==> config.mk <==
export PLATFORM = sky130hd
export DESIGN_NAME = top
export DESIGN_NICKNAME = d
export VERILOG_FILES = /design/src/spi_pkg.sv /design/src/spi_peripheral.sv /design/src/spi_register_fifo.sv /design/src/spi_subperipheral_selector.sv /design/src/top.sv
export SDC_FILE = /design/constraint.sdc
export NUM_CORES = 1
export LEC_CHECK = 0
export BUFFER_PORTS_ARGS = -buffer_cell sky130_fd_sc_hd__buf_2
export CORE_MARGIN = 1.5
export CORE_UTILIZATION = 56
export DETAILED_ROUTE_END_ITERATION = 16
export PLACE_DENSITY = 0.79
export SYNTH_ARGS = -nofsm -noshare
export SYNTH_HDL_FRONTEND = slang
export SYNTH_SLANG_ARGS = --single-unit
==> constraint.sdc <==
create_clock -name clock_18MHz_oscillator -period 2.9 [get_ports clock_18MHz_oscillator]
set_input_delay 0.145 -clock clock_18MHz_oscillator [delete_from_list [all_inputs] [get_ports clock_18MHz_oscillator]]
set_output_delay 0.145 -clock clock_18MHz_oscillator [all_outputs]
set_load 0.1 [all_outputs]
==> src/spi_pkg.sv <==
/*
 * Shared types and constants for the SPI register block.
 * Byte and level widths, register map, chip ID, the request and
 * response bundles between peripheral and selector, and the FSM states.
 */

package spi_pkg;

    typedef logic [7:0] spi_byte_t;    // Any byte on the SPI wires
    typedef logic [7:0] fifo_level_t;  // FIFO fill count seen by the host

    // Register map
    localparam spi_byte_t ADDR_CHIP_ID    = 8'hDB;
    localparam spi_byte_t ADDR_FIFO_WRITE = 8'h20;
    localparam spi_byte_t ADDR_FIFO_READ  = 8'h21;
    localparam spi_byte_t ADDR_FIFO_LEVEL = 8'h22;

    localparam spi_byte_t CHIP_ID            = 8'h81;
    localparam spi_byte_t UNKNOWN_READ_VALUE = 8'hFF;  // Unmapped or write-only address
    localparam spi_byte_t EMPTY_READ_VALUE   = 8'h00;  // Pop from an empty FIFO

    // Peripheral to selector with single-cycle valid pulses
    typedef struct packed {
        spi_byte_t address;
        logic      address_valid;
        spi_byte_t copi;
        logic      copi_valid;
        logic      cipo_request;  // Next read byte wanted
    } subperipheral_request_t;

    // Selector back to peripheral one cycle after cipo_request
    typedef struct packed {
        spi_byte_t cipo;
        logic      cipo_valid;
    } subperipheral_response_t;

    typedef enum logic [1:0] {
        IDLE,
        ADDRESS,
        DATA
    } peripheral_state_t;

endpackage

==> src/spi_peripheral.sv <==
/*
 * SPI mode 0 peripheral, oversampled on the system clock.
 * Synchronizes the pins, shifts bytes in on rising SPI clock and out on
 * falling SPI clock, and turns byte boundaries into request strobes.
 */

`timescale 1ns/10ps

module spi_peripheral import spi_pkg::*; (
    input  logic                    clock_18MHz_oscillator,
    input  logic                    rst_n,

    input  logic                    spi_select_in,
    input  logic                    spi_clock_in,
    input  logic                    spi_data_in,
    output logic                    spi_data_out,

    output logic                    transaction_active,
    output subperipheral_request_t  request,
    input  subperipheral_response_t response
);

    // Two-flop synchronizers with bit 1 as the safe copy
    logic [1:0] select_sync;
    logic [1:0] clock_sync;
    logic [1:0] data_sync;
    logic       clock_prev;

    always_ff @(posedge clock_18MHz_oscillator) begin
        if (!rst_n) begin
            select_sync <= 2'b11;  // Deselected
            clock_sync  <= 2'b00;
            data_sync   <= 2'b00;
            clock_prev  <= 1'b0;
        end else begin
            select_sync <= {select_sync[0], spi_select_in};
            clock_sync  <= {clock_sync[0], spi_clock_in};
            data_sync   <= {data_sync[0], spi_data_in};
            clock_prev  <= clock_sync[1];
        end
    end

    logic rising_edge;
    logic falling_edge;

    assign rising_edge        = clock_sync[1] & ~clock_prev;
    assign falling_edge       = ~clock_sync[1] & clock_prev;
    assign transaction_active = ~select_sync[1];

    peripheral_state_t state;
    logic [2:0]        bit_count;
    spi_byte_t         rx_shift;
    spi_byte_t         rx_byte;
    spi_byte_t         tx_shift;
    spi_byte_t         address_reg;
    spi_byte_t         copi_reg;
    logic              address_valid_reg;
    logic              copi_valid_reg;
    logic              cipo_request_reg;
    logic              byte_done;
    logic              shift_out;

    assign rx_byte   = {rx_shift[6:0], data_sync[1]};  // Byte including the bit sampled now
    assign byte_done = rising_edge && (bit_count == 3'd7);

    // Hold the MSB through the falling edge right after a byte boundary
    assign shift_out = falling_edge && (state == DATA) && (bit_count != 3'd0);

    always_ff @(posedge clock_18MHz_oscillator) begin
        if (!rst_n) begin
            state             <= IDLE;
            bit_count         <= 3'd0;
            address_valid_reg <= 1'b0;
            copi_valid_reg    <= 1'b0;
            cipo_request_reg  <= 1'b0;
            spi_data_out      <= 1'b0;
        end else begin
            address_valid_reg <= 1'b0;
            copi_valid_reg    <= 1'b0;
            cipo_request_reg  <= 1'b0;

            case (state)
                IDLE: begin
                    bit_count    <= 3'd0;
                    spi_data_out <= 1'b0;
                    if (transaction_active) state <= ADDRESS;
                end

                ADDRESS, DATA: begin
                    if (!transaction_active) begin
                        state <= IDLE;  // Partial byte is dropped
                    end else begin
                        if (rising_edge) bit_count <= bit_count + 3'd1;

                        if (byte_done) begin
                            cipo_request_reg <= 1'b1;
                            if (state == ADDRESS) begin
                                address_valid_reg <= 1'b1;
                                state             <= DATA;
                            end else begin
                                copi_valid_reg <= 1'b1;
                            end
                        end

                        if (response.cipo_valid) spi_data_out <= response.cipo[7];
                        else if (shift_out) spi_data_out <= tx_shift[7];
                    end
                end

                default: state <= IDLE;
            endcase
        end
    end

    // Shift registers and received bytes
    always_ff @(posedge clock_18MHz_oscillator) begin
        if (rising_edge) rx_shift <= rx_byte;

        if (byte_done && state == ADDRESS) address_reg <= rx_byte;
        if (byte_done && state == DATA) copi_reg <= rx_byte;

        if (response.cipo_valid) begin
            tx_shift <= {response.cipo[6:0], 1'b0};  // MSB already on the pin
        end else if (shift_out) begin
            tx_shift <= {tx_shift[6:0], 1'b0};
        end
    end

    assign request = '{
        address:       address_reg,
        address_valid: address_valid_reg,
        copi:          copi_reg,
        copi_valid:    copi_valid_reg,
        cipo_request:  cipo_request_reg
    };

endmodule

==> src/spi_register_fifo.sv <==
/*
 * Circular byte FIFO behind the SPI FIFO registers.
 * A push when full is dropped. Every pop request returns a byte one
 * cycle later, the head byte or EMPTY_READ_VALUE when empty.
 */

`timescale 1ns/10ps

module spi_register_fifo import spi_pkg::*; #(
    parameter int FIFO_DEPTH = 16  // Power of two from 2 to 128
) (
    input  logic        clock_18MHz_oscillator,
    input  logic        rst_n,

    input  logic        push,
    input  spi_byte_t   write_data,

    input  logic        pop_request,
    output spi_byte_t   read_data,
    output logic        read_valid,

    output fifo_level_t level
);

    localparam int PTR_WIDTH = $clog2(FIFO_DEPTH);

    spi_byte_t            memory [FIFO_DEPTH];
    logic [PTR_WIDTH-1:0] write_ptr;
    logic [PTR_WIDTH-1:0] read_ptr;
    logic [PTR_WIDTH:0]   count;  // One extra bit to hold FIFO_DEPTH
    logic                 full;
    logic                 empty;
    logic                 do_push;
    logic                 do_pop;

    assign full    = (count == FIFO_DEPTH[PTR_WIDTH:0]);
    assign empty   = (count == '0);
    assign do_push = push && !full;
    assign do_pop  = pop_request && !empty;

    always_ff @(posedge clock_18MHz_oscillator) begin
        if (!rst_n) begin
            write_ptr  <= '0;
            read_ptr   <= '0;
            count      <= '0;
            read_valid <= 1'b0;
        end else begin
            read_valid <= pop_request;

            if (do_push) write_ptr <= write_ptr + 1'b1;  // Wraps at the power of two
            if (do_pop) read_ptr <= read_ptr + 1'b1;

            case ({do_push, do_pop})
                2'b10:   count <= count + 1'b1;
                2'b01:   count <= count - 1'b1;
                default: count <= count;
            endcase
        end
    end

    // Storage and read byte
    always_ff @(posedge clock_18MHz_oscillator) begin
        if (do_push) memory[write_ptr] <= write_data;

        if (pop_request) begin
            read_data <= empty ? EMPTY_READ_VALUE : memory[read_ptr];
        end
    end

    assign level = fifo_level_t'(count);

endmodule

==> src/spi_subperipheral_selector.sv <==
/*
 * Routes each SPI transaction by its register address.
 * FIFO addresses go to the byte FIFO; chip ID, level and unmapped
 * reads are answered here, all one cycle after cipo_request.
 */

`timescale 1ns/10ps

module spi_subperipheral_selector import spi_pkg::*; (
    input  logic                    clock_18MHz_oscillator,
    input  logic                    rst_n,

    input  subperipheral_request_t  request,
    input  logic                    transaction_active,
    output subperipheral_response_t response,

    output logic                    fifo_push,
    output spi_byte_t               fifo_write_data,
    output logic                    fifo_pop_request,
    input  spi_byte_t               fifo_read_data,
    input  logic                    fifo_read_valid,
    input  fifo_level_t             fifo_level
);

    spi_byte_t held_address;
    logic      address_held;
    spi_byte_t current_address;
    logic      address_known;
    spi_byte_t local_cipo;
    logic      local_cipo_valid;

    // First cipo_request comes with address_valid, so bypass the latch then
    assign current_address = request.address_valid ? request.address : held_address;
    assign address_known   = request.address_valid | address_held;

    always_ff @(posedge clock_18MHz_oscillator) begin
        if (!rst_n) begin
            address_held     <= 1'b0;
            local_cipo_valid <= 1'b0;
        end else begin
            if (!transaction_active) address_held <= 1'b0;
            else if (request.address_valid) address_held <= 1'b1;

            local_cipo_valid <= request.cipo_request && (current_address != ADDR_FIFO_READ);
        end
    end

    always_ff @(posedge clock_18MHz_oscillator) begin
        if (request.address_valid) held_address <= request.address;

        if (request.cipo_request) begin
            case (current_address)
                ADDR_CHIP_ID:    local_cipo <= CHIP_ID;
                ADDR_FIFO_LEVEL: local_cipo <= fifo_level;
                default:         local_cipo <= UNKNOWN_READ_VALUE;  // Write-only too
            endcase
        end
    end

    assign fifo_push        = request.copi_valid && address_known &&
                              (current_address == ADDR_FIFO_WRITE);
    assign fifo_write_data  = request.copi;
    assign fifo_pop_request = request.cipo_request && address_known &&
                              (current_address == ADDR_FIFO_READ);

    assign response = '{
        cipo:       fifo_read_valid ? fifo_read_data : local_cipo,
        cipo_valid: fifo_read_valid | local_cipo_valid
    };

endmodule

==> src/top.sv <==
/*
 * SPI register block top level.
 * Peripheral, address selector and byte FIFO on one clock;
 * FIFO_DEPTH is set here and passed down to the FIFO.
 */

`timescale 1ns/10ps

module top import spi_pkg::*; #(
    parameter int FIFO_DEPTH = 16
) (
    input  logic clock_18MHz_oscillator,
    input  logic rst_n,

    input  logic spi_select_in,
    input  logic spi_clock_in,
    input  logic spi_data_in,
    output logic spi_data_out
);

    subperipheral_request_t  request;
    subperipheral_response_t response;
    logic                    transaction_active;

    logic        fifo_push;
    spi_byte_t   fifo_write_data;
    logic        fifo_pop_request;
    spi_byte_t   fifo_read_data;
    logic        fifo_read_valid;
    fifo_level_t fifo_level;

    spi_peripheral spi_peripheral (
        .clock_18MHz_oscillator(clock_18MHz_oscillator),
        .rst_n(rst_n),
        .spi_select_in(spi_select_in),
        .spi_clock_in(spi_clock_in),
        .spi_data_in(spi_data_in),
        .spi_data_out(spi_data_out),
        .transaction_active(transaction_active),
        .request(request),
        .response(response)
    );

    spi_subperipheral_selector spi_subperipheral_selector (
        .clock_18MHz_oscillator(clock_18MHz_oscillator),
        .rst_n(rst_n),
        .request(request),
        .transaction_active(transaction_active),
        .response(response),
        .fifo_push(fifo_push),
        .fifo_write_data(fifo_write_data),
        .fifo_pop_request(fifo_pop_request),
        .fifo_read_data(fifo_read_data),
        .fifo_read_valid(fifo_read_valid),
        .fifo_level(fifo_level)
    );

    spi_register_fifo #(
        .FIFO_DEPTH(FIFO_DEPTH)
    ) spi_register_fifo (
        .clock_18MHz_oscillator(clock_18MHz_oscillator),
        .rst_n(rst_n),
        .push(fifo_push),
        .write_data(fifo_write_data),
        .pop_request(fifo_pop_request),
        .read_data(fifo_read_data),
        .read_valid(fifo_read_valid),
        .level(fifo_level)
    );

endmodule
==> results.toml <==
[outcome]
status = "complete, no violations"

[timing]
fin_crit_sh = 0.971
drv_slew = 0
slew_headroom = 0.537
setup_viol = 0
fin_ws_ns = 0.0838
final.setup_skew_ns = 0.0205
fmax_mhz = 355
worst_slew_pin_slew_ns = 0.690
hold_ws_ns = 0.0295
hold_viol = 0
period_minus_slack_ns = 2.82

[synthesis]
synth-seq-area-share = 0.711
syn_area_sq_um = 8430
syn-mean-instance-area_sq_um = 16.9
netlist.area_leader.share = 0.616
synth-main-ff-cell = "edfxtp_1"
post-synth-top-area-cell = "edfxtp_1"
ys_warn_count = 0
synth_area_leaders = "edfxtp_1 62%, dfxtp_1 9.5%, mux4_2 8.5%"
async_flop_share = 0
synthCells = 500
post-synth-top-count-cell = "edfxtp_1"
ys_seq_elements = 213
synth_edf_count = 173
synthTopCellsByCount = "173 x edfxtp_1, 40 x dfxtp_1, 32 x mux4_2, 30 x mux2i_1, 20 x nand2_1"
syn_nets = 523
synth.distinct_cells = 40

[placed_design]
placed_cell_area_sq_um = 8730
dpl_worst_slack_ns = -0.0849
dp_cells = 685
port_buffers = 5
routabilityCongestion = 0.792
dp_hpwl_um = 9730

[power_and_ir_drop]
p_int_mw = 4.65
p_comb_frac = 0.010
worst_ir_drop_vdd_mv = 0.492
p_per_area_nw_per_um2 = 610
p_switching_mw = 1.12
seqPwrFrac = 0.569
clkPwrFrac = 0.421
p_sw_frac = 0.193
total_power_mw = 5.77
p_leak_nw = 3.14

[clocking]
clockBufferDepth = 3
cts.sinks = 213
htreeDepth = 1
cts_tree = "built"
clk_latency_ns = 0.50
path_clk_slew_ns = 0.06
cts.root.buffer_cell = "clkbuf_16"
numCtsBuffers = 21

[global_route]
grt_max_degree = 22
grt_pass1_vias = 4474
grt.total_usage = 0.199
grt_pass1_wl_um = 24000
overflow = 0
antenna_found_initial = 0

[finish]
synthToLayoutAreaGrowth_pct = 12.2
num_antenna_cells = 0
final_cell_count_no_fill = 731
final_cell_area_sq_um = 9460
fillCellCount = 1002
drive_gt1_frac = 0.203
largest_reg_flops = 128
top_register = "spi_register_fifo.memory"
nets = 556

[hold_path]
hold_path_depth = 2
hp-class = "primary input to flip-flop"
min_from = "rst_n"

[floorplanning]
start_util = 0.576
die_area_sq_um = 15800
dieWidth_um = 126
io_pins = 6
fp-row-count = 44
die_h_um = 126
core_sq_um = 14600

[setup_path]
crit_path_start = "spi_register_fifo.count[2]$_SDFFE_PN0P_"
end_kind = "flip-flop"
slowest_stage = "or4_1"
critPathMaxStageDelay_ns = 0.60
crit_cells = 10
r2r_cells = 10
cp_common_cell = "a21oi_2"
cp_top_family = "simple AND/OR/NAND/NOR gates"
path_max_fanout = 4
crit_arrival_ns = 3.24
cp_num_buf_inv = 0
r2r_start = "spi_register_fifo.count[2]$_SDFFE_PN0P_"
cp_cell_sequence = "or4_1 -> nor2_1 -> nor2_2 -> ha_4 -> fa_2 -> a21o_1 -> a21oi_2 -> xor2_1 -> or3_1 -> a21oi_2"
cp_data_required_time_ns = 3.32
criticalPathCategory = "flip-flop to flip-flop"
startpoint_type = "flip-flop"

[drt]
routedWlPerCell_um = 21.1
drt_iter0_drc = 359
vias = 4322
viasPerCell = 5.91
drc = 0
wl_um = 15400
firstDrtPassIters = 5
postRouteAntennaNets = 0

[job]
cap_violations = 0
==> per-layer routing <==
metal	global-route usage	wire length, um
met5	0	0
met4	0.0636	320
met3	0.0272	776
met2	0.338	7850
met1	0.271	6450
==> cell families (layout without fill, tap and decap cells) <==
logic type | count (synthesis) | in the layout | share of synthesized area
and+or+nand+nor | 103 | 103 | 0.0657
muxes | 69 | 69 | 0.130
adders and majority gates | 18 | 18 | 0.0276
buffers and inverters | 35 | 82 | 0.0169
xor gates and xnor gates | 5 | 5 | 0.00519
AOI/OAI and AO/OA | 57 | 57 | 0.0430
DFF | 213 | 213 | 0.711
==> worst reg2reg max path, stage by stage, from the launching register on <==
cell	delay (ns)
dfxtp_1	0.36
or4_1	0.60
nor2_1	0.23
nor2_2	0.10
ha_4	0.19
fa_2	0.36
a21o_1	0.20
a21oi_2	0.15
xor2_1	0.08
or3_1	0.34
a21oi_2	0.15
==> per-stage QoR <==
step | TNS (ns) | utilization
CTS | 0 | 0.642
detailed placement | -0.0849 | 0.596
floorplan | 0 | -
global route | -0.0580 | 0.646
global placement | 0 | 0.596
finish | 0 | 0.646
==> layout make-up <==
cell class | count | area, sq um | area share
clock buffers | 26 | 554 | 0.0586
clock inverters | 11 | 52.6 | 0.00556
inverters | 13 | 48.8 | 0.00516
multi-input cells | 252 | 2340 | 0.247
flip-flops and latches | 213 | 6000 | 0.634
well taps | 184 | 230 | 0.0243
repair buffers | 32 | 235 | 0.0249
==> power by group through the flow <==
stage	sequential [mW]	combinational [mW]	clock, mW
global route	3.28	0.0643	2.57
detailed placement	3.35	0.0535	0
global placement	3.35	0.0507	0
finish	3.28	0.0575	2.43
floorplan	3.35	0.0392	0
CTS	3.28	0.0579	2.45
==> repair_timing <==
item                                    CTS  global route
hold buffers                              3             0
pin swaps                                 3             8
setup buffers                             2             4
gates resized for setup                   2             6
hold endpoints to repair                  3             0
endpoints found under the setup margin    1             1
==> worst paths after layout <==
check / to / slack, ns
worst max register to register: spi_register_fifo.count[4]$_SDFFE_PN0P_ / 0.08
worst min register to register: spi_peripheral.select_sync[1]$_SDFF_PN1_ / 0.42
worst max-delay path: spi_register_fifo.count[4]$_SDFFE_PN0P_ / 0.08
worst min-delay path: spi_peripheral.select_sync[0]$_SDFF_PN1_ / 0.03
==> layout by cell type, fill, tap and decap left out, types with 2 or more instances in the layout <==
cell	Yosys	final
nand2b_1	10	10
ha_4	0	2
or2_2	2	2
o31ai_1	3	3
nor2_1	16	14
o21ai_0	14	14
nor4b_2	1	2
inv_1	13	12
clkbuf_16	0	21
ha_1	17	15
nor2b_1	7	7
and3_1	16	16
clkinv_2	0	5
nand2_1	20	20
and2_1	13	13
xnor2_1	2	2
clkinv_1	0	5
nor2_2	0	2
mux2_2	7	7
buf_2	9	5
mux4_2	32	32
xor2_1	3	3
or4_1	3	3
o22ai_1	8	8
or3_1	2	2
edfxtp_1	173	173
clkbuf_1	13	4
nand3_1	8	8
a21o_1	4	4
a21oi_2	0	2
mux2i_1	30	30
dlygate4sd3_1	0	3
dfxtp_1	40	39
buf_4	0	24
o21a_1	4	4
nor3_1	4	4
a21oi_1	15	13
No activity file was read; power rests on OpenSTA's default activity.
